===== src/bkm_pkg.sv =====
/*
 * BKM operand front end, shared definitions
 * Signed digit code and its three legal values, default operand
 * widths and the state encoding of the digit sender FSM
 */
package bkm_pkg;

   // ----------------------------------------------------------------------
   // Signed digit encoding
   // ----------------------------------------------------------------------

   // One CSD digit, two's complement of the digit value
   typedef logic [1:0] csd_digit_t;

   // Digit value 0
   localparam csd_digit_t CSD_ZERO = 2'b00;
   // Digit value +1
   localparam csd_digit_t CSD_POS  = 2'b01;
   // Digit value -1, so code 10 is never produced
   localparam csd_digit_t CSD_NEG  = 2'b11;

   // ----------------------------------------------------------------------
   // Default widths
   // ----------------------------------------------------------------------

   // Argument words x and y
   localparam int WD_DEFAULT = 72;
   // Step coefficients u and v
   localparam int WC_DEFAULT = 21;

   // ----------------------------------------------------------------------
   // Digit sender FSM
   // ----------------------------------------------------------------------

   // IDLE waits for a set, SEND walks the digits MSD first
   typedef enum logic {
      IDLE,
      SEND
   } sender_state_t;

endpackage


===== src/csd_operand_if.sv =====
/*
 * Encoded operand set channel
 * Two CSD argument words and two binary coefficients, moved under
 * a valid/ready handshake
 */
`timescale 1ns/1ps

interface csd_operand_if #(
   parameter int WD = bkm_pkg::WD_DEFAULT,
   parameter int WC = bkm_pkg::WC_DEFAULT
);

   // Handshake pair
   logic              valid;
   logic              ready;

   // Argument words, two bits per digit
   logic [2*WD-1:0]   x_csd;
   logic [2*WD-1:0]   y_csd;

   // Coefficients, plain two's complement
   logic [WC-1:0]     u;
   logic [WC-1:0]     v;

   // Producer side
   modport source (output valid, x_csd, y_csd, u, v, input ready);

   // Consumer side
   modport sink (input valid, x_csd, y_csd, u, v, output ready);

endinterface


===== src/bin2csd.sv =====
/*
 * Binary to CSD recoder
 * Turns a two's complement word into a non-adjacent form signed digit
 * word of the same value, two bits per digit, purely combinational
 */
`timescale 1ns/1ps

module bin2csd #(
   parameter int WD = bkm_pkg::WD_DEFAULT
) (
   input  logic [WD-1:0]   x,
   output logic [2*WD-1:0] y
);

   // Input with one extra copy of the sign bit on top
   typedef logic [WD:0] ext_word_t;

   ext_word_t x_ext;

   // Sign extension supplies the look-ahead bit for the top digit
   assign x_ext = {x[WD-1], x};

   // ----------------------------------------------------------------------
   // Carry scan, LSB to MSB
   // ----------------------------------------------------------------------
   // Digit i = x[i] + c[i] - 2*c[i+1]
   // c[i+1] = (x[i] + c[i] + x[i+1]) / 2, rounded down
   // With a negative input the final carry cancels the sign weight,
   // so WD digits always hold the whole value
   always_comb begin
      logic                carry;
      logic                next_bit;
      bkm_pkg::csd_digit_t digit;

      carry = 1'b0;
      y     = '0;
      for (int i = 0; i < WD; i++) begin
         next_bit = x_ext[i+1];
         if (x_ext[i] ^ carry) begin
            // Odd partial sum, the digit is nonzero
            if (next_bit) begin
               // Run of ones continues, take -1 and carry up
               digit = bkm_pkg::CSD_NEG;
               carry = 1'b1;
            end else begin
               digit = bkm_pkg::CSD_POS;
               carry = 1'b0;
            end
         end else begin
            // Even partial sum, bit and carry are equal
            digit = bkm_pkg::CSD_ZERO;
            carry = x_ext[i];
         end
         y[2*i +: 2] = digit;
      end
   end

endmodule


===== src/operand_encoder.sv =====
/*
 * Operand encoder
 * Accepts binary operand sets, recodes x and y to CSD and holds the
 * result in a one-deep output register, one set per cycle
 */
`timescale 1ns/1ps

module operand_encoder #(
   parameter int WD = bkm_pkg::WD_DEFAULT,
   parameter int WC = bkm_pkg::WC_DEFAULT
) (
   input  logic           clk,
   input  logic           reset,
   input  logic           in_valid,
   output logic           in_ready,
   input  logic [WD-1:0]  x_in,
   input  logic [WD-1:0]  y_in,
   input  logic [WC-1:0]  u_in,
   input  logic [WC-1:0]  v_in,
   csd_operand_if.source  out
);

   typedef logic [2*WD-1:0] csd_word_t;

   csd_word_t x_enc;
   csd_word_t y_enc;
   logic      full_q;
   logic      armed_q;
   logic      load;

   // ----------------------------------------------------------------------
   // Recoders
   // ----------------------------------------------------------------------
   bin2csd #(.WD(WD)) bin2csd_x (.x(x_in), .y(x_enc));
   bin2csd #(.WD(WD)) bin2csd_y (.x(y_in), .y(y_enc));

   // ----------------------------------------------------------------------
   // Output register
   // ----------------------------------------------------------------------

   // Room when empty or draining this cycle, low for one cycle after reset
   assign in_ready  = armed_q && (!full_q || out.ready);
   assign load      = in_valid && in_ready;
   assign out.valid = full_q;

   always_ff @(posedge clk) begin
      if (reset) begin
         armed_q <= 1'b0;
         full_q  <= 1'b0;
      end else begin
         armed_q <= 1'b1;
         if (load)
            full_q <= 1'b1;
         else if (out.ready)
            full_q <= 1'b0;
      end
   end

   // Payload
   always_ff @(posedge clk) begin
      if (load) begin
         out.x_csd <= x_enc;
         out.y_csd <= y_enc;
         out.u     <= u_in;
         out.v     <= v_in;
      end
   end

   // True when any digit holds the unused code
   function automatic logic has_illegal(csd_word_t w);
      logic bad;

      bad = 1'b0;
      for (int i = 0; i < WD; i++) begin
         if (w[2*i +: 2] != bkm_pkg::CSD_ZERO &&
             w[2*i +: 2] != bkm_pkg::CSD_POS &&
             w[2*i +: 2] != bkm_pkg::CSD_NEG)
            bad = 1'b1;
      end
      return bad;
   endfunction

   // Recoder never emits code 10
   a_no_illegal_digit: assert property (@(posedge clk) disable iff (reset)
      out.valid |-> !has_illegal(out.x_csd) && !has_illegal(out.y_csd));

   // Stalled set holds until taken
   a_stable_when_stalled: assert property (@(posedge clk) disable iff (reset)
      out.valid && !out.ready |=> out.valid && $stable(out.x_csd) &&
      $stable(out.y_csd) && $stable(out.u) && $stable(out.v));

endmodule


===== src/operand_fifo.sv =====
/*
 * Encoded operand FIFO
 * Circular buffer of DEPTH operand sets between encoder and sender,
 * registered write side, push and pop allowed together when full
 */
`timescale 1ns/1ps

module operand_fifo #(
   parameter int WD    = bkm_pkg::WD_DEFAULT,
   parameter int WC    = bkm_pkg::WC_DEFAULT,
   parameter int DEPTH = 4
) (
   input  logic          clk,
   input  logic          reset,
   csd_operand_if.sink   wr,
   csd_operand_if.source rd
);

   localparam int AW = $clog2(DEPTH);

   // One stored set, x and y words then u and v
   typedef logic [4*WD+2*WC-1:0] entry_t;
   typedef logic [AW-1:0]        ptr_t;
   // One bit wider than the pointers to hold DEPTH itself
   typedef logic [AW:0]          count_t;

   entry_t mem [DEPTH];
   ptr_t   wr_ptr;
   ptr_t   rd_ptr;
   count_t count;
   logic   full;
   logic   empty;
   logic   push;
   logic   pop;

   // ----------------------------------------------------------------------
   // Status and handshakes
   // ----------------------------------------------------------------------
   assign full  = (count == count_t'(DEPTH));
   assign empty = (count == '0);

   // Full buffer still takes a set when the head leaves this cycle
   assign wr.ready = !full || rd.ready;
   assign rd.valid = !empty;

   assign push = wr.valid && wr.ready;
   assign pop  = rd.valid && rd.ready;

   // ----------------------------------------------------------------------
   // Storage
   // ----------------------------------------------------------------------
   always_ff @(posedge clk) begin
      if (push)
         mem[wr_ptr] <= {wr.x_csd, wr.y_csd, wr.u, wr.v};
   end

   // Head of queue, read straight from the array
   assign {rd.x_csd, rd.y_csd, rd.u, rd.v} = mem[rd_ptr];

   // ----------------------------------------------------------------------
   // Pointers and occupancy
   // ----------------------------------------------------------------------
   // Power of two depth, pointers wrap on their own
   always_ff @(posedge clk) begin
      if (reset) begin
         wr_ptr <= '0;
         rd_ptr <= '0;
         count  <= '0;
      end else begin
         if (push)
            wr_ptr <= wr_ptr + 1'b1;
         if (pop)
            rd_ptr <= rd_ptr + 1'b1;
         if (push && !pop)
            count <= count + 1'b1;
         else if (pop && !push)
            count <= count - 1'b1;
      end
   end

   // A full buffer never grows past DEPTH
   a_no_push_when_full: assert property (@(posedge clk) disable iff (reset)
      full |=> count <= count_t'(DEPTH));

   // An empty buffer never wraps below zero
   a_no_pop_when_empty: assert property (@(posedge clk) disable iff (reset)
      empty |=> count <= count_t'(1));

endmodule


===== src/csd_digit_sender.sv =====
/*
 * CSD digit sender
 * Latches one encoded operand set and sends it as WD digit beats,
 * MSD first, with u and v held for the whole set
 */
`timescale 1ns/1ps

module csd_digit_sender #(
   parameter int WD = bkm_pkg::WD_DEFAULT,
   parameter int WC = bkm_pkg::WC_DEFAULT
) (
   input  logic                clk,
   input  logic                reset,
   csd_operand_if.sink         in,
   output logic                digit_valid,
   input  logic                digit_ready,
   output bkm_pkg::csd_digit_t x_digit,
   output bkm_pkg::csd_digit_t y_digit,
   output logic [WC-1:0]       u_out,
   output logic [WC-1:0]       v_out,
   output logic                digit_last
);

   typedef logic [2*WD-1:0]        csd_word_t;
   typedef logic [$clog2(WD)-1:0]  digit_idx_t;

   bkm_pkg::sender_state_t state;
   digit_idx_t             idx;
   csd_word_t              x_q;
   csd_word_t              y_q;
   logic                   take;
   logic                   beat;

   // ----------------------------------------------------------------------
   // Handshakes
   // ----------------------------------------------------------------------

   // New set only between sets
   assign in.ready    = (state == bkm_pkg::IDLE);
   assign take        = in.valid && in.ready;
   assign digit_valid = (state == bkm_pkg::SEND);
   assign beat        = digit_valid && digit_ready;
   // Digit 0 closes the set
   assign digit_last  = digit_valid && (idx == '0);

   // ----------------------------------------------------------------------
   // FSM and digit index
   // ----------------------------------------------------------------------
   always_ff @(posedge clk) begin
      if (reset) begin
         state <= bkm_pkg::IDLE;
         idx   <= '0;
      end else begin
         case (state)
            bkm_pkg::IDLE: begin
               if (take) begin
                  state <= bkm_pkg::SEND;
                  idx   <= digit_idx_t'(WD - 1);
               end
            end
            bkm_pkg::SEND: begin
               // Walk down on each taken beat
               if (beat) begin
                  if (idx == '0)
                     state <= bkm_pkg::IDLE;
                  else
                     idx <= idx - 1'b1;
               end
            end
            default: state <= bkm_pkg::IDLE;
         endcase
      end
   end

   // Latched set
   always_ff @(posedge clk) begin
      if (take) begin
         x_q   <= in.x_csd;
         y_q   <= in.y_csd;
         u_out <= in.u;
         v_out <= in.v;
      end
   end

   // ----------------------------------------------------------------------
   // Beat data
   // ----------------------------------------------------------------------
   assign x_digit = x_q[2*idx +: 2];
   assign y_digit = y_q[2*idx +: 2];

   // No beat follows a taken end marker
   a_last_with_valid: assert property (@(posedge clk) disable iff (reset)
      digit_last && digit_ready |=> !digit_valid);

   // Held beat keeps its digit and position
   a_beat_stable: assert property (@(posedge clk) disable iff (reset)
      digit_valid && !digit_ready |=> digit_valid && $stable(idx) &&
      $stable(x_digit) && $stable(y_digit));

endmodule


===== src/bkm_operand_driver.sv =====
/*
 * BKM operand driver top level
 * Encoder, operand FIFO and digit sender in a row, binary operand
 * sets in, CSD digit beats out
 */
`timescale 1ns/1ps

module bkm_operand_driver #(
   parameter int WD    = bkm_pkg::WD_DEFAULT,
   parameter int WC    = bkm_pkg::WC_DEFAULT,
   parameter int DEPTH = 4
) (
   input  logic                clk,
   input  logic                reset,
   // Binary operand input
   input  logic                in_valid,
   output logic                in_ready,
   input  logic [WD-1:0]       x_in,
   input  logic [WD-1:0]       y_in,
   input  logic [WC-1:0]       u_in,
   input  logic [WC-1:0]       v_in,
   // Digit output
   output logic                digit_valid,
   input  logic                digit_ready,
   output bkm_pkg::csd_digit_t x_digit,
   output bkm_pkg::csd_digit_t y_digit,
   output logic [WC-1:0]       u_out,
   output logic [WC-1:0]       v_out,
   output logic                digit_last
);

   // ----------------------------------------------------------------------
   // Internal channels
   // ----------------------------------------------------------------------
   // Encoder to FIFO
   csd_operand_if #(.WD(WD), .WC(WC)) enc_if ();
   // FIFO to sender
   csd_operand_if #(.WD(WD), .WC(WC)) buf_if ();

   operand_encoder #(.WD(WD), .WC(WC)) i_encoder (
      .clk      (clk),
      .reset    (reset),
      .in_valid (in_valid),
      .in_ready (in_ready),
      .x_in     (x_in),
      .y_in     (y_in),
      .u_in     (u_in),
      .v_in     (v_in),
      .out      (enc_if)
   );

   operand_fifo #(.WD(WD), .WC(WC), .DEPTH(DEPTH)) i_fifo (
      .clk   (clk),
      .reset (reset),
      .wr    (enc_if),
      .rd    (buf_if)
   );

   csd_digit_sender #(.WD(WD), .WC(WC)) i_sender (
      .clk         (clk),
      .reset       (reset),
      .in          (buf_if),
      .digit_valid (digit_valid),
      .digit_ready (digit_ready),
      .x_digit     (x_digit),
      .y_digit     (y_digit),
      .u_out       (u_out),
      .v_out       (v_out),
      .digit_last  (digit_last)
   );

endmodule


===== config.mk =====
export PLATFORM = sky130hd
export DESIGN_NAME = bkm_operand_driver
export DESIGN_NICKNAME = d
export VERILOG_FILES = /design/src/bkm_pkg.sv /design/src/csd_operand_if.sv /design/src/bin2csd.sv /design/src/operand_encoder.sv /design/src/operand_fifo.sv /design/src/csd_digit_sender.sv /design/src/bkm_operand_driver.sv
export SDC_FILE = /design/constraint.sdc
export NUM_CORES = 2
export LEC_CHECK = 0
export BUFFER_PORTS_ARGS = -buffer_cell sky130_fd_sc_hd__buf_2
export CAP_MARGIN = 20
export CORE_ASPECT_RATIO = 0.9
export CORE_MARGIN = 4
export CORE_UTILIZATION = 66
export CTS_CLUSTER_DIAMETER = 120
export DETAILED_ROUTE_END_ITERATION = 10
export GPL_TIMING_DRIVEN = 0
export PLACE_DENSITY = 0.87
export SLEW_MARGIN = 20
export SYNTH_ARGS = -nofsm -noshare
export SYNTH_HDL_FRONTEND = slang
export SYNTH_SLANG_ARGS = --single-unit

===== constraint.sdc =====
create_clock -name clk -period 15.75 [get_ports clk]
set_input_delay 1.575 -clock clk [delete_from_list [all_inputs] [get_ports clk]]
set_output_delay 1.575 -clock clk [all_outputs]
set_load 0.02 [all_outputs]

==> flow_summary.yaml <==
run_status:
  status: "completed"
drt:
  wl_um: 195000
  vias_per_cell: 7.01
  wl_per_cell_um: 35.1
  ant_nets: 0
  via_count: 38919
  drc_errors: 0
  drt_iter0_markers: 6265
  drtPass1Iterations: 9
cts:
  path_clk_slew_ns: 0.07
  cts_setup_buffers: 0
  cts_hold_buffers: 0
  cts_resized: 0
  cts_max_level: 4
  cts_root_buf: "clkbuf_16"
  cts.path.max_buffers: 3
  cts_tree: "built"
  clk_latency_ns: 0.80
  cts_sinks: 1997
  cts_buffers: 182
worst_setup_path:
  critPathSlowestCell: "clkbuf_1"
  crit_path_frequent_cell: "buf_2"
  cp.required_ns: 14.18
  cp_cell_sequence: "clkbuf_1 -> buf_2 -> buf_2 -> clkbuf_1 -> mux4_2 -> mux2i_1 -> o21ai_0 -> buf_2"
  slowest_delay_ns: 0.89
  cp_max_fo: 10
  path_class: "reg -> out"
  worst_setup_path_start_kind: "flop"
  critPathArrivalTime_ns: 5.61
  worst_setup_path_end_kind: "output port"
grt:
  antenna_found_initial: 40
  grt_pass1_vias: 39855
  grt_max_degree: 98
  grt_overflow: 0
  grt_pass1_wl_um: 279000
  grt_usage: 0.329
placement:
  port_buffers: 198
  dp_cells: 5176
  gp_congestion: 0.835
  post_dp_cell_area_um2: 79300
  pre_cts_slack_ns: 9.82
  dp_hpwl_um: 107000
logic_synthesis:
  synth_edf_count: 1980
  yosys_warnings: 0
  synth.distinct_cells: 76
  synth_cells: 3451
  syn-num-nets: 3648
  syn_area_um2: 75300
  ys.flop_type: "edfxtp_1"
  synth.yosys.seq_area_share: 0.794
  syn_avg_cell_area_um2: 21.8
  ys_ff_latch: 1997
  synthArstFlopShare: 0
timing:
  max_slew_margin: 0.130
  setup-tns-final_ns: 0
  setup_slack_ns: 8.56
  fmax_mhz: 139
  whs_ns: 0.488
  hold_viol_final: 0
  clock_skew_ns: 0.0379
  final.min_clock_period_ns: 7.19
  min_period_over_period: 0.457
  setup_viol: 0
  tightestPinTransition_ns: 1.30
  rsz0062_at_grt: "no"
  finalMaxSlewViolations: 0
cells_and_area:
  fin_util: 0.755
  multiInputGateArea_um2: 14800
  fin_area_um2: 85500
  fin_cells: 5550
  fillers: 5410
  ff_latch_area_um2: 59800
  fin_nets: 4071
  syn2layout_area_growth_pct: 13.4
  drive_gt1_frac: 0.246
floorplan:
  initial_core_util: 0.666
  row_count: 117
  die_h_um: 329
  core_um2: 113000
  ios: 239
  dieArea_um2: 120000
  die_w_um: 364
power_and_ir_drop:
  power.switching_mw: 4.16
  pwr-share-clk: 0.311
  switching_share: 0.285
  pwr-share-seq: 0.473
  vdd_drop_max_mv: 0.158
  p_total_mw: 14.6
  leakage_nw: 27.3
  p_int_mw: 10.5
  power_density_nw_per_um2: 171
  combPwrFrac: 0.216
hold_path:
  hold_class: "reg -> reg"
flow_run:
  maxCapViolCount: 0
[cell families after synthesis]
| kind of cell | after synthesis | share of synthesized area |
|---|---|---|
| simple gates | 448 | 0.0317 |
| compound gates | 272 | 0.0243 |
| fa+ha+maj | 7 | 0.00126 |
| buf+inv | 197 | 0.0100 |
| mux | 436 | 0.128 |
| xor+xnor | 94 | 0.0109 |
| flops | 1997 | 0.794 |
[synth_stat cells (all sizes together) (10+ instances only)]
cell type	n	area [µm²]
edfxtp	1980	59500
mux4	422	9500
and2	107	669
nor2	104	390
clkbuf	87	327
xnor2	74	648
o21ai	68	340
a21oi	61	305
buf	61	244
nand2	56	210
inv	49	184
nand2b	44	275
nor3	39	195
nor2b	24	150
xor2	20	175
o21a	18	135
o22ai	18	113
dfxtp	17	340
or2	13	81.3
a211oi	12	95.1
and3	12	75.1
mux2i	10	100
nor3b	10	75.1
[flip-flops by register name, summed over array words and instances, names as in the netlist, 21 cells and up]
register,count
i_encoder.out.x_csd,144
i_sender.u_out,21
i_encoder.out.v,21
i_sender.y_q,144
i_sender.x_q,144
i_sender.v_out,21
i_encoder.out.y_csd,144
i_fifo.mem,1320
i_encoder.out.u,21
[final timing paths]
check / startpoint / to / slack (ns) / depth (start not counted)
worst max-delay path: i_sender.idx[0]$_SDFFE_PP0P_ / x_digit[0] / 8.56 / 8
worst min-delay path: i_encoder.out.x_csd[114]$_SDFFCE_PN0P_ / i_fifo.mem[0][300]$_DFFE_PP_ / 0.49 / 0
worst max register to register: i_sender.idx[0]$_SDFFE_PP0P_ / i_sender.idx[4]$_SDFFE_PP0P_ / 10.97 / 12
worst min register to register: i_encoder.out.x_csd[114]$_SDFFCE_PN0P_ / i_fifo.mem[0][300]$_DFFE_PP_ / 0.49 / 0
[per-layer routing]
layer	GRT usage	routed length (µm)
met1	0.412	62700
met3	0.0824	21900
met5	0	80
met4	0.158	11800
met2	0.547	98500
[cell usage in the layout (no fill, tap or decap), drive strengths merged, types with 7 or more instances in the layout]
master,instances
mux2i,10
diode,37
nand2b,44
a31oi,9
o21a,18
a211oi,12
clkbuf,317
inv,56
bufinv,22
and2,107
buf,291
nand2,56
o22ai,18
mux4,422
nor2b,24
edfxtp,1980
nor3,39
nor3b,10
a21oi,61
xnor2,74
xor2,20
a21o,8
o21ai,68
nor2,104
nand3,8
and3,12
clkinvlp,8
o211a,7
or2,13
clkinv,78
dfxtp,17
[power by group through the flow]
stage	Combinational (mW)	Sequential, mW	Clock [mW]
final	3.16	6.92	4.54
after global routing	3.27	6.94	4.80
after CTS	3.12	6.91	4.55
after detailed placement	2.98	6.97	0
after global placement	2.78	7.12	0
after floorplan	1.86	7.05	0
[critical path, delay by kind of cell, from the launching register on]
| kind | cells | cell delay [ns] |
|---|---|---|
| DFF | 1 | 0.31 |
| muxes | 2 | 1.27 |
| AOI/OAI and AO/OA | 1 | 0.53 |
| buffers and inverters | 5 | 2.67 |
[cell type report]
| class | instances | area share |
|---|---|---|
| clock inverters | 115 | 0.0135 |
| inverters | 49 | 0.00233 |
| clock buffers | 221 | 0.0565 |
| diodes | 37 | 0.00108 |
| flip-flops and latches | 1997 | 0.700 |
| repair buffers | 239 | 0.0243 |
| plain buffers | 148 | 0.00707 |
| multi-input cells | 1257 | 0.174 |
| well taps | 1487 | 0.0218 |
No activity file was read; power rests on OpenSTA's default activity.
